File: config.mk
export PLATFORM = sky130hd
export DESIGN_NAME = issueQueue
export DESIGN_NICKNAME = d
export VERILOG_FILES = /design/src/rtl/iqPkg.sv /design/src/rtl/iqReleaseIf.sv /design/src/rtl/iqEntryBusIf.sv /design/src/rtl/issueQueue.sv /design/src/rtl/iqFlushReturn.sv /design/src/rtl/iqIssueReader.sv /design/src/rtl/iqEntry.sv /design/src/rtl/iqAllocator.sv
export SDC_FILE = /design/constraint.sdc
export NUM_CORES = 1
export LEC_CHECK = 0
export BUFFER_PORTS_ARGS = -buffer_cell sky130_fd_sc_hd__clkbuf_2
export CAP_MARGIN = 25
export CELL_PAD_IN_SITES_DETAIL_PLACEMENT = 1
export CELL_PAD_IN_SITES_GLOBAL_PLACEMENT = 1
export CORE_MARGIN = 3
export CORE_UTILIZATION = 35
export CTS_CLUSTER_DIAMETER = 80
export DETAILED_ROUTE_END_ITERATION = 10
export GPL_ROUTABILITY_DRIVEN = 0
export PLACE_DENSITY_LB_ADDON = 0.05
export SLEW_MARGIN = 0
export SYNTH_ARGS = -nofsm -noshare
export SYNTH_HDL_FRONTEND = slang
export SYNTH_SLANG_ARGS = --single-unit
File: constraint.sdc
create_clock -name clk -period 19.15 [get_ports clk]
set_input_delay 3.83 -clock clk [delete_from_list [all_inputs] [get_ports clk]]
set_output_delay 3.83 -clock clk [all_outputs]
set_load 0.005 [all_outputs]
File: src/rtl/iqPkg.sv
////////////////////////////////////////////////////////////////////////////
// Shared types of the issue queue entry management
// Imported by the queue modules, the entry interface and the testbench
////////////////////////////////////////////////////////////////////////////

`default_nettype none

package iqPkg;

    // Active-list position, wraps modulo 64
    localparam int ACTIVE_LIST_PTR_WIDTH = 6;
    typedef logic [ACTIVE_LIST_PTR_WIDTH-1:0] ActiveListPtr;

    // One operation's payload word
    localparam int PAYLOAD_WIDTH = 32;
    typedef logic [PAYLOAD_WIDTH-1:0] IqPayload;

    // Flush-return sequencer
    typedef enum logic {
        returnIdle,
        returnScan
    } FlushReturnState;

endpackage : iqPkg

`default_nettype wire
File: src/rtl/iqReleaseIf.sv
////////////////////////////////////////////////////////////////////////////
// Index return path into the free list. The issue reader releases
// issued indices and the sequencer returns flushed ones
////////////////////////////////////////////////////////////////////////////

`timescale 1ns/10ps
`default_nettype none

interface iqReleaseIf #(
    parameter int ENTRY_NUM = 16
) ();
    localparam int INDEX_WIDTH = $clog2(ENTRY_NUM);

    logic releaseValid;
    logic [INDEX_WIDTH-1:0] releasePtr;
    logic returnValid;
    logic [INDEX_WIDTH-1:0] returnPtr;

    modport reader (output releaseValid, releasePtr);
    modport returner (output returnValid, returnPtr);
    modport freeList (input releaseValid, releasePtr, returnValid, returnPtr);

endinterface : iqReleaseIf

`default_nettype wire

File: src/rtl/iqEntryBusIf.sv
////////////////////////////////////////////////////////////////////////////
// Bus between the allocator, the entry slots, the issue reader and
// the flush-return sequencer. Per-entry vectors are indexed by slot
////////////////////////////////////////////////////////////////////////////

`timescale 1ns/10ps
`default_nettype none

interface iqEntryBusIf #(
    parameter int ENTRY_NUM = 16
) ();
    import iqPkg::*;

    // Dispatch write, from the allocator
    logic [ENTRY_NUM-1:0] writeEn;
    IqPayload writeData;
    ActiveListPtr writeAlPtr;

    // Recovery range, from the sequencer
    logic flushStart;
    ActiveListPtr flushHeadPtr;
    ActiveListPtr flushTailPtr;

    // Issue strobe per slot, from the reader
    logic [ENTRY_NUM-1:0] issueEn;

    // Slot state, each slot drives its own element
    logic [ENTRY_NUM-1:0] valid;
    IqPayload payload [ENTRY_NUM];
    ActiveListPtr alPtr [ENTRY_NUM];
    logic [ENTRY_NUM-1:0] flush;

    modport allocator (output writeEn, writeData, writeAlPtr);

    modport entry (
        input writeEn, writeData, writeAlPtr,
        input flushStart, flushHeadPtr, flushTailPtr, issueEn,
        output valid, payload, alPtr, flush
    );

    modport reader (output issueEn, input valid, payload, alPtr);

    modport flushReturn (output flushStart, flushHeadPtr, flushTailPtr, input flush);

endinterface : iqEntryBusIf

`default_nettype wire

File: src/rtl/issueQueue.sv
////////////////////////////////////////////////////////////////////////////
// Issue queue entry management top level. One allocator feeds the
// slots, the issue reader and the flush-return sequencer drain them
////////////////////////////////////////////////////////////////////////////

`timescale 1ns/10ps
`default_nettype none

module issueQueue #(
    parameter int ENTRY_NUM = 16,
    localparam int INDEX_WIDTH = $clog2(ENTRY_NUM),
    localparam int COUNT_WIDTH = $clog2(ENTRY_NUM + 1)
) (
    input  logic clk,
    input  logic rstN,
    // Dispatch
    input  logic dispatchValid,
    input  iqPkg::IqPayload dispatchPayload,
    input  iqPkg::ActiveListPtr dispatchAlPtr,
    output logic allocatable,
    output logic [INDEX_WIDTH-1:0] dispatchPtr,
    output logic [COUNT_WIDTH-1:0] freeCount,
    // Issue
    input  logic issueValid,
    input  logic [INDEX_WIDTH-1:0] issuePtr,
    output iqPkg::IqPayload issuedPayload,
    output iqPkg::ActiveListPtr issuedAlPtr,
    // Recovery
    input  logic recoveryStart,
    input  iqPkg::ActiveListPtr flushHeadPtr,
    input  iqPkg::ActiveListPtr flushTailPtr,
    output logic [ENTRY_NUM-1:0] flushVec,
    output logic returning
);

    iqEntryBusIf #(.ENTRY_NUM(ENTRY_NUM)) entryBus ();
    iqReleaseIf #(.ENTRY_NUM(ENTRY_NUM)) releaseBus ();

    iqAllocator #(.ENTRY_NUM(ENTRY_NUM)) allocator_i (
        .clk(clk),
        .rstN(rstN),
        .dispatchValid(dispatchValid),
        .dispatchPayload(dispatchPayload),
        .dispatchAlPtr(dispatchAlPtr),
        .allocatable(allocatable),
        .dispatchPtr(dispatchPtr),
        .freeCount(freeCount),
        .bus(entryBus.allocator),
        .relBus(releaseBus.freeList)
    );

    for (genvar i = 0; i < ENTRY_NUM; i++) begin : gEntry
        iqEntry #(
            .ENTRY_NUM(ENTRY_NUM),
            .ENTRY_INDEX(i)
        ) entry_i (
            .clk(clk),
            .rstN(rstN),
            .bus(entryBus.entry)
        );
    end

    iqIssueReader #(.ENTRY_NUM(ENTRY_NUM)) issueReader_i (
        .issueValid(issueValid),
        .issuePtr(issuePtr),
        .issuedPayload(issuedPayload),
        .issuedAlPtr(issuedAlPtr),
        .bus(entryBus.reader),
        .relBus(releaseBus.reader)
    );

    iqFlushReturn #(.ENTRY_NUM(ENTRY_NUM)) flushReturn_i (
        .clk(clk),
        .rstN(rstN),
        .recoveryStart(recoveryStart),
        .flushHeadPtr(flushHeadPtr),
        .flushTailPtr(flushTailPtr),
        .flushVec(flushVec),
        .returning(returning),
        .bus(entryBus.flushReturn),
        .relBus(releaseBus.returner)
    );

endmodule : issueQueue

`default_nettype wire

File: src/rtl/iqFlushReturn.sv
////////////////////////////////////////////////////////////////////////////
// Recovery front end and flush-return sequencer. Captures the flush
// vector and walks every index once, returning the flushed ones
////////////////////////////////////////////////////////////////////////////

`timescale 1ns/10ps
`default_nettype none

module iqFlushReturn #(
    parameter int ENTRY_NUM = 16,
    localparam int INDEX_WIDTH = $clog2(ENTRY_NUM)
) (
    input  logic clk,
    input  logic rstN,
    input  logic recoveryStart,
    input  iqPkg::ActiveListPtr flushHeadPtr,
    input  iqPkg::ActiveListPtr flushTailPtr,
    output logic [ENTRY_NUM-1:0] flushVec,
    output logic returning,
    iqEntryBusIf.flushReturn bus,
    iqReleaseIf.returner relBus
);
    import iqPkg::*;

    FlushReturnState state;
    logic [ENTRY_NUM-1:0] capturedVec;
    logic [ENTRY_NUM-1:0] pendingVec;
    logic [INDEX_WIDTH-1:0] scanIdx;

    assign bus.flushStart = recoveryStart;
    assign bus.flushHeadPtr = flushHeadPtr;
    assign bus.flushTailPtr = flushTailPtr;
    assign flushVec = bus.flush;

    assign returning = (state == returnScan);
    assign relBus.returnValid = returning && capturedVec[scanIdx];
    assign relBus.returnPtr = scanIdx;

    // Bits the running scan has not reached yet, kept across a restart
    always_comb begin
        for (int i = 0; i < ENTRY_NUM; i++) begin
            pendingVec[i] = returning && capturedVec[i] && (INDEX_WIDTH'(i) > scanIdx);
        end
    end

    always_ff @(posedge clk) begin
        if (!rstN) begin
            state <= returnIdle;
            scanIdx <= '0;
        end else if (recoveryStart) begin
            state <= returnScan;
            scanIdx <= '0;
        end else begin
            case (state)
                returnIdle: begin
                    scanIdx <= '0;
                end
                returnScan: begin
                    if (scanIdx == INDEX_WIDTH'(ENTRY_NUM - 1)) begin
                        state <= returnIdle;
                        scanIdx <= '0;
                    end else begin
                        scanIdx <= scanIdx + 1'b1;
                    end
                end
                default: state <= returnIdle;
            endcase
        end
    end

    always_ff @(posedge clk) begin
        if (recoveryStart) begin
            capturedVec <= bus.flush | pendingVec;
        end
    end

endmodule : iqFlushReturn

`default_nettype wire

File: src/rtl/iqIssueReader.sv
////////////////////////////////////////////////////////////////////////////
// Reads the payload of the issued slot and hands its index back
// to the free list in the same cycle
////////////////////////////////////////////////////////////////////////////

`timescale 1ns/10ps
`default_nettype none

module iqIssueReader #(
    parameter int ENTRY_NUM = 16,
    localparam int INDEX_WIDTH = $clog2(ENTRY_NUM)
) (
    input  logic issueValid,
    input  logic [INDEX_WIDTH-1:0] issuePtr,
    output iqPkg::IqPayload issuedPayload,
    output iqPkg::ActiveListPtr issuedAlPtr,
    iqEntryBusIf.reader bus,
    iqReleaseIf.reader relBus
);

    assign issuedPayload = bus.payload[issuePtr];
    assign issuedAlPtr = bus.alPtr[issuePtr];

    // Clear strobe for the issued slot
    always_comb begin
        for (int i = 0; i < ENTRY_NUM; i++) begin
            bus.issueEn[i] = issueValid && (issuePtr == INDEX_WIDTH'(i));
        end
    end

    // Only a live entry gives its index back
    assign relBus.releaseValid = issueValid && bus.valid[issuePtr];
    assign relBus.releasePtr = issuePtr;

endmodule : iqIssueReader

`default_nettype wire

File: src/rtl/iqEntry.sv
////////////////////////////////////////////////////////////////////////////
// One issue queue slot with valid bit, payload and active-list pointer.
// Decides its own selective flush during a recovery cycle
////////////////////////////////////////////////////////////////////////////

`timescale 1ns/10ps
`default_nettype none

module iqEntry #(
    parameter int ENTRY_NUM = 16,
    parameter int ENTRY_INDEX = 0
) (
    input logic clk,
    input logic rstN,
    iqEntryBusIf.entry bus
);
    import iqPkg::*;

    logic validReg;
    IqPayload payloadReg;
    ActiveListPtr alPtrReg;
    ActiveListPtr checkPtr;
    ActiveListPtr ptrOffset;
    ActiveListPtr tailOffset;
    logic writeHit;
    logic flushHit;

    if (ENTRY_INDEX >= ENTRY_NUM) begin : gIndexCheck
        $error("Slot index %0d outside the queue of %0d", ENTRY_INDEX, ENTRY_NUM);
    end

    assign writeHit = bus.writeEn[ENTRY_INDEX];

    // A dispatch in the recovery cycle is judged by its incoming pointer
    always_comb begin
        checkPtr = writeHit ? bus.writeAlPtr : alPtrReg;
        ptrOffset = checkPtr - bus.flushHeadPtr;
        tailOffset = bus.flushTailPtr - bus.flushHeadPtr;
        // An entry leaving by issue this cycle is already released
        flushHit = bus.flushStart && (validReg || writeHit) && !bus.issueEn[ENTRY_INDEX]
            && (ptrOffset < tailOffset);
    end

    always_ff @(posedge clk) begin
        if (!rstN) begin
            validReg <= 1'b0;
        end else if (flushHit || bus.issueEn[ENTRY_INDEX]) begin
            validReg <= 1'b0;
        end else if (writeHit) begin
            validReg <= 1'b1;
        end
    end

    always_ff @(posedge clk) begin
        if (writeHit) begin
            payloadReg <= bus.writeData;
            alPtrReg <= bus.writeAlPtr;
        end
    end

    assign bus.valid[ENTRY_INDEX] = validReg;
    assign bus.payload[ENTRY_INDEX] = payloadReg;
    assign bus.alPtr[ENTRY_INDEX] = alPtrReg;
    assign bus.flush[ENTRY_INDEX] = flushHit;

endmodule : iqEntry

`default_nettype wire

File: src/rtl/iqAllocator.sv
////////////////////////////////////////////////////////////////////////////
// Free list of entry indices, kept as a circular FIFO. Pops one index
// per accepted dispatch and takes up to two pushes per cycle
////////////////////////////////////////////////////////////////////////////

`timescale 1ns/10ps
`default_nettype none

module iqAllocator #(
    parameter int ENTRY_NUM = 16,
    localparam int INDEX_WIDTH = $clog2(ENTRY_NUM),
    localparam int COUNT_WIDTH = $clog2(ENTRY_NUM + 1)
) (
    input  logic clk,
    input  logic rstN,
    input  logic dispatchValid,
    input  iqPkg::IqPayload dispatchPayload,
    input  iqPkg::ActiveListPtr dispatchAlPtr,
    output logic allocatable,
    output logic [INDEX_WIDTH-1:0] dispatchPtr,
    output logic [COUNT_WIDTH-1:0] freeCount,
    iqEntryBusIf.allocator bus,
    iqReleaseIf.freeList relBus
);

    logic [INDEX_WIDTH-1:0] fifoMem [ENTRY_NUM];
    logic [INDEX_WIDTH-1:0] headPtr;
    logic [INDEX_WIDTH-1:0] tailPtr;
    logic [COUNT_WIDTH-1:0] count;
    logic [COUNT_WIDTH-1:0] pushNum;
    logic pop;

    // Circular pointer advance for sizes that are not a power of two
    function automatic logic [INDEX_WIDTH-1:0] wrapAdd(
        input logic [INDEX_WIDTH-1:0] ptr,
        input int step
    );
        int sum;
        sum = int'(ptr) + step;
        if (sum >= ENTRY_NUM) begin
            sum = sum - ENTRY_NUM;
        end
        return INDEX_WIDTH'(sum);
    endfunction

    assign allocatable = (count != '0);
    assign pop = dispatchValid && allocatable;
    assign dispatchPtr = fifoMem[headPtr];
    assign freeCount = count;
    assign pushNum = COUNT_WIDTH'(relBus.releaseValid) + COUNT_WIDTH'(relBus.returnValid);

    // Write decode of the popped index
    always_comb begin
        for (int i = 0; i < ENTRY_NUM; i++) begin
            bus.writeEn[i] = pop && (dispatchPtr == INDEX_WIDTH'(i));
        end
    end

    assign bus.writeData = dispatchPayload;
    assign bus.writeAlPtr = dispatchAlPtr;

    always_ff @(posedge clk) begin
        if (!rstN) begin
            // Free list starts full, indices in ascending order
            for (int i = 0; i < ENTRY_NUM; i++) begin
                fifoMem[i] <= INDEX_WIDTH'(i);
            end
            headPtr <= '0;
            tailPtr <= '0;
            count <= COUNT_WIDTH'(ENTRY_NUM);
        end else begin
            if (pop) begin
                headPtr <= wrapAdd(headPtr, 1);
            end
            // Released index goes first, returned index behind it
            if (relBus.releaseValid) begin
                fifoMem[tailPtr] <= relBus.releasePtr;
            end
            if (relBus.returnValid) begin
                fifoMem[relBus.releaseValid ? wrapAdd(tailPtr, 1) : tailPtr] <= relBus.returnPtr;
            end
            tailPtr <= wrapAdd(tailPtr, int'(pushNum));
            count <= count + pushNum - COUNT_WIDTH'(pop);
        end
    end

endmodule : iqAllocator

`default_nettype wire

==> metrics.md, run 1 <==
| Metric | Value |
|---|---|
| Most frequent cell after synthesis | `edfxtp_1` |
| Worst hold slack | `0.484 ns` |
| DP Worst Slack | `6.68 ns` |
| Fmax | `80.2 MHz` |
| Hold Vio Cnt, Final | `0` |
| Status | `finished clean` |
| Largest net degree at the start of global routing | `65` |
| Syn Inst Count | `2296` |
| Reg2Reg Setup Slack | `12.52 ns` |
| First DRT Iteration DRCs | `1467` |
| Period utilization | `65.1%` |
| CP max stage delay | `0.62 ns` |
| Critical-path cell list | `clkbuf_2, nand3b_1, o22a_1, nor2_4, nand2_2, inv_2, buf_4, mux2i_1, inv_1, ha_1, a21o_1, a21oi_1, o21bai_1, a21oi_1, xnor2_1, xnor2_1, ha_1, o21ai_0, a21oi_1, or3b_2, nor2_1, clkbuf_2` |
| Hold_sp | `gEntry[0].entry_i.alPtrReg[3]$_DFF_P_` |
| Crit path DAT | `8.64 ns` |
| Initial Utilization | `35.6%` |
| Final #Nets | `2699` |
| TritonCTS Buffers | `84` |
| Post-DP HPWL | `66.8 mm` |
| CTS tree | `yes` |
| Die width | `323 um` |
| Worst-margin pin slew | `0.995 ns` |
| Clock transition at path regs | `0.06 ns` |
| Primary FF master, synth | `edfxtp_1` |
| Post-route setup slack | `6.68 ns` |
| Asr flop ratio synth | `0%` |
| Layout cell share with drive strength beyond 1 | `25.5%` |
| Element type at the critical path start | `input pin` |
| Count of flip-flops with a built-in enable after synthesis | `592` |
| Placement Cell Area | `0.0373 mm^2` |
| GR Overflow Total | `0` |
| Synth Area per Inst | `15.4 um^2` |
| DRC | `0` |
| Core area | `0.0991 mm^2` |
| Critical path's slowest cell | `buf_4` |
| Library cells used by synthesis | `89` |
| Max_cap viols | `0` |
| Finished Cell Area | `0.0401 mm^2` |
| Detail Route Antenna Nets | `0` |
| Vias in the first global route | `22300` |
| Setup-failing EPs final | `0` |
| Port bufs | `123` |
| Via-to-Cell Ratio | `5.45` |
| Class of the most critical hold timing path | `flip-flop to flip-flop` |
| Final Power | `0.00514 W` |
| Synth top area share | `50.4%` |
| CP Class | `input pin to primary output` |
| Commonest cells post-synth | `592 x edfxtp_1, 205 x mux4_2, 183 x ha_1` |
| Fin Setup TNS | `0 ns` |
| CP Data Required Time | `15.32 ns` |
| Clock root buffer | `clkbuf_16` |
| Min-Delay Endpoint | `gEntry[0].entry_i.alPtrReg[3]$_DFF_P_` |
| Area contributors post-synth | `edfxtp_1 50%, mux4_2 13%, dfxtp_1 7.6%` |
| Row cnt | `115` |
| Post-synth net total | `2557` |
| Global-route wire length before repair | `157 mm` |
| Routed WL | `108 mm` |
| Relative slew slack | `33.3%` |
| Post-CTS sizing | `0` |
| Yosys reg bits | `726` |
| RSZ-0062 raised after global routing | `false` |
| Cell area after synthesis | `0.0353 mm^2` |
| Post-synth top area cell | `edfxtp_1` |
| Initial antenna violation count | `2` |
| Pleak | `14.8 nW` |
| Hold_buf cts | `0` |
| Area growth syn-to-layout | `13.7%` |
| Post-CTS Setup Bufs | `0` |
| Worst R2R End | `flushReturn_i.capturedVec[14]$_DFFE_PP_` |
| TritonRoute pass-1 iters | `5` |
| H-tree lvl count | `3` |
| Sequential cell area fraction in the yosys report | `58.0%` |
| Worst skew pair latency | `0.66 ns` |
| Slew Viols, Final | `0` |
| Boundary Pins | `124` |
| Synthesis Warnings | `0` |
| GRT Total Usage | `20.8%` |
| CTS sink cnt | `726` |
| CP most frequent cell | `a21oi_1` |
| Die Area | `0.105 mm^2` |
| Max IR drop VDD | `60.8 uV` |
| WHS Path Cells | `2` |
| Die H | `323 um` |
| Power density over the cells | `128 mW/mm^2` |
| Via count | `20700` |
| Worst reg2reg path depth | `21` |
| Period minus WS final | `12.47 ns` |
| WL per Instance | `28.3 um` |
| CP Max Fanout | `39` |
| Worst Setup End Kind | `primary output` |
| Layout Skew | `0.0176 ns` |
| CTS max path bufs | `3` |
layer usage:
layer / wire length (um) / vias up / share of wire [%] / GRT usage [%]
li1: - / 9179 / - / -
met3: 4600 / 126 / 4.3 / 3.05
met2: 50300 / 438 / 47 / 33.4
met1: 50500 / 11000 / 47 / 29.7
met4: 2160 / 4 / 2.0 / 5.24
met5: 27 / - / 0.025 / 0
critical path, delay by kind of cell:
kind / cells / cell delay (ns)
xor gates and xnor gates: 2 / 0.30
buffers and inverters: 5 / 1.13
adders and majority gates: 2 / 0.53
and+or+nand+nor: 5 / 1.37
AOI/OAI and AO/OA: 7 / 1.06
muxes: 1 / 0.40
per-stage QoR:
step	instances	utilization (%)
after detailed placement	3637	37.6
after global routing	3795	40.5
after CTS	3793	40.4
after global placement	3636	37.6
final	3797	40.5
after floorplan	2296	-
where the power goes:
part           total [W]  switching (W)  internal (W)
clock network    0.00160       0.000670      0.000927
logic            0.00154       0.000851      0.000691
registers        0.00200       0.000102       0.00189
sequential cells by signal, indices dropped and copies added, names as in the netlist, named ones only:
name                            cells
allocator_i.fifoMem                64
gEntry.entry_i.alPtrReg            96
allocator_i.headPtr                 4
flushReturn_i.relBus.returnPtr      4
allocator_i.freeCount               5
allocator_i.tailPtr                 4
gEntry.entry_i.payloadReg         512
flushReturn_i.returning             1
gEntry.entry_i.validReg            16
flushReturn_i.capturedVec          16
how the worst max path moves through the flow:
stage,startpoint,endpoint,slack (ns),cells past startpoint
floorplan,dispatchValid,flushVec[15],7.59,20
global placement,dispatchValid,flushVec[1],6.60,19
detailed placement,dispatchValid,flushVec[14],6.68,22
CTS,dispatchValid,flushVec[14],6.66,22
global route,dispatchValid,flushVec[15],6.33,22
finish,dispatchValid,flushVec[14],6.68,22
placed cells by master (no fill, tap or decap), drive strengths merged, types with 6 or more instances in the layout:
master / instances
nor2b: 33
o32a: 8
dfxtp: 134
o2bb2ai: 7
mux2i: 46
edfxtp: 592
o22ai: 10
ha: 183
mux2: 71
o21ai: 66
clkbuf: 230
xor2: 19
o32ai: 7
mux4: 209
nand2: 135
xnor2: 78
a211oi: 16
clkinv: 36
bufinv: 6
nand2b: 33
o211ai: 14
nor3: 14
a221oi: 9
buf: 52
o221ai: 7
a21oi: 55
nor2: 91
nand3: 33
or3: 6
fa: 19
inv: 133
a21o: 64
and2: 7
logic make-up after synthesis:
group / share of synthesized area [%]
xor gates and xnor gates: 2.41
DFF: 58.0
and+or+nand+nor: 5.50
buffers and inverters: 3.13
adders and majority gates: 7.57
AOI/OAI and AO/OA: 6.27
muxes: 17.1
layout make-up:
type / count / area, um^2
Fill cell: 9905 / 59000
Multi-Input combinational cell: 1321 / 13700
Clock inverter: 47 / 484
Clock buffer: 109 / 2280
Tap cell: 1287 / 1610
Inverter: 132 / 500
Antenna cell: 2 / 5.00
Sequential cell: 726 / 20500
Timing Repair Buffer: 173 / 1050
Note: power is estimated with default switching activity, not from simulation.
==> inputs of run 2 (changes only) <==
==> constraint.sdc (replaced) <==
create_clock -name clk -period 10.65 [get_ports clk]
set_input_delay 2.13 -clock clk [delete_from_list [all_inputs] [get_ports clk]]
set_output_delay 2.13 -clock clk [all_outputs]
set_load 0.005 [all_outputs]
==> metrics.md, run 2 (same netlist as run 1, synthesis figures left out) <==
| Metric | Value |
|---|---|
| Net Sw Power | `0.00290 W` |
| Via count | `20500` |
| DRC | `0` |
| Post-DP HPWL | `67.9 mm` |
| CP max stage delay | `0.93 ns` |
| Period minus WS final | `9.12 ns` |
| H-tree lvl count | `3` |
| TritonCTS Buffers | `86` |
| Die Area | `0.105 mm^2` |
| Power density over the cells | `231 mW/mm^2` |
| Max IR drop VDD | `128 uV` |
| CP Data Required Time | `8.52 ns` |
| Largest register FFs | `512` |
| TritonRoute pass-1 iters | `6` |
| Comb power frac | `30.1%` |
| Period utilization | `85.6%` |
| Die width | `323 um` |
| Worst skew pair latency | `0.66 ns` |
| Fmax | `110 MHz` |
| Core area | `0.0991 mm^2` |
| Layout Skew | `0.0237 ns` |
| CTS sink cnt | `726` |
| Worst Setup End Kind | `primary output` |
| Buf/Inv on CP | `3` |
| Hold Vio Cnt, Final | `0` |
| Setup-failing EPs final | `0` |
| Routed WL | `106 mm` |
| Worst-margin pin slew | `1.02 ns` |
| CP Class | `flip-flop to primary output` |
| Class of the most critical hold timing path | `flip-flop to flip-flop` |
| Status | `finished clean` |
| Post-CTS sizing | `0` |
| Area growth syn-to-layout | `13.8%` |
| CTS max path bufs | `3` |
| Element type at the critical path start | `flip-flop` |
| First DRT Iteration DRCs | `1440` |
| Part of the power in the clock network | `31.4%` |
| Ant. Diodes | `0` |
| Post-CTS Setup Bufs | `0` |
| Most common cell after layout, fill and taps aside | `edfxtp_1` |
| Worst path top cell family by delay | `simple AND/OR/NAND/NOR gates` |
| Reg2Reg Setup Slack | `4.14 ns` |
| Row cnt | `115` |
| Biggest regs | `gEntry.entry_i.payloadReg (512), gEntry.entry_i.alPtrReg (96), allocator_i.fifoMem (64)` |
| Commonest non-fill, non-tap cells in the layout | `592 x edfxtp_1, 205 x mux4_2, 183 x ha_1` |
| Util after Layout | `40.5%` |
| CTS tree | `yes` |
| WL per Instance | `27.9 um` |
| Relative slew slack | `32.1%` |
| Net Sw Frac | `31.3%` |
| Max_cap viols | `0` |
| Initial Utilization | `35.6%` |
| Critical path's slowest cell | `dfxtp_1` |
| Hold_buf cts | `0` |
| Pleak | `14.8 nW` |
| GR Overflow Total | `0` |
| Register bank with the most flops | `gEntry.entry_i.payloadReg` |
| Crit path DAT | `6.99 ns` |
| Boundary Pins | `124` |
| Port bufs | `123` |
| Final #Nets | `2701` |
| CP most frequent cell | `a21oi_1` |
| Int Power | `0.00637 W` |
| Detail Route Antenna Nets | `0` |
| Sequential share of power | `38.5%` |
| Clock transition at path regs | `0.05 ns` |
| GRT Total Usage | `20.5%` |
| Via-to-Cell Ratio | `5.39` |
| Slew Viols, Final | `0` |
| RSZ-0062 raised after global routing | `false` |
| Initial antenna violation count | `3` |
| Largest net degree at the start of global routing | `104` |
| CP Max Fanout | `20` |
| Vias in the first global route | `22200` |
| Layout cell share with drive strength beyond 1 | `25.5%` |
| Fin Setup TNS | `0 ns` |
| Critical-path cell list | `mux4_2, a22oi_1, nand2_1, nor2_4, nand2_2, inv_2, mux2i_1, inv_1, ha_1, a21o_1, a21oi_1, o21bai_1, a21oi_1, xnor2_1, xnor2_1, ha_1, o21ai_0, a21oi_1, or3b_2, nor2_1, clkbuf_2` |
| Global-route wire length before repair | `155 mm` |
| Clock root buffer | `clkbuf_16` |
| Die H | `323 um` |
==> run 2: cell types whose count changed in the layout (fill, tap and decap cells not counted) <==
cell	previous run	this run
clkinv_1	18	23
clkinvlp_4	4	2
clkinv_16	3	2
diode_2	2	0
clkinv_4	0	1
clkbuf_16	84	88
clkbuf_8	9	5
inv_6	2	0
bufinv_16	6	7
clkinv_2	14	16
clkbuf_1	17	14
==> run 2: cell type report <==
type | count | area [um^2]
timing repair buffer | 173 | 1050
sequential | 726 | 20500
fill | 9899 | 59000
clock buffer | 106 | 2310
tap | 1287 | 1610
clock inverter | 51 | 489
inverter | 132 | 500
multi-input combinational | 1321 | 13700
==> run 2: tightest hold or removal path, cell delays in order (launching register included) <==
cell     delay (ns)
dfxtp_1        0.30
nand2_1        0.05
nand2_1        0.07
==> run 2: through the flow <==
step	total power (W)	hold slack, ns	area [um^2]	instances	setup WS, ns
6_report	0.00927	0.478	40200	3796	1.53
2_1_floorplan	0.00552	0.441	35300	2296	2.49
5_1_grt	0.00988	0.504	40200	3796	1.11
3_3_place_gp	0.00637	0.464	37300	3638	1.73
4_1_cts	0.00942	0.478	40100	3795	1.44
3_5_place_dp	0.00645	0.469	37300	3638	1.72
==> run 2: metal layers <==
metal	up-vias	share of wire, %	track usage [%]
li1	9159	-	-
met1	10700	46	28.2
met2	432	48	34.1
met3	140	3.8	2.70
met4	2	2.3	5.68
met5	-	0.011	0
==> run 2: final timing paths <==
kind / from / to / cells after the start
hold reg to reg: gEntry[7].entry_i.alPtrReg[2]$_DFF_P_ / gEntry[7].entry_i.alPtrReg[2]$_DFF_P_ / 2
setup / recovery: flip-flop / flushVec[14] / 21
hold / removal: gEntry[7].entry_i.alPtrReg[2]$_DFF_P_ / gEntry[7].entry_i.alPtrReg[2]$_DFF_P_ / 2
setup reg to reg: flip-flop / flushReturn_i.capturedVec[7]$_DFFE_PP_ / 20
==> run 2: power groups by stage <==
stage,Combinational (W),Sequential [W],Clock (W)
2_1_floorplan,0.00198,0.00354,0
3_3_place_gp,0.00276,0.00361,0
4_1_cts,0.00284,0.00357,0.00301
5_1_grt,0.00316,0.00360,0.00312
3_5_place_dp,0.00282,0.00363,0
6_report,0.00279,0.00357,0.00291
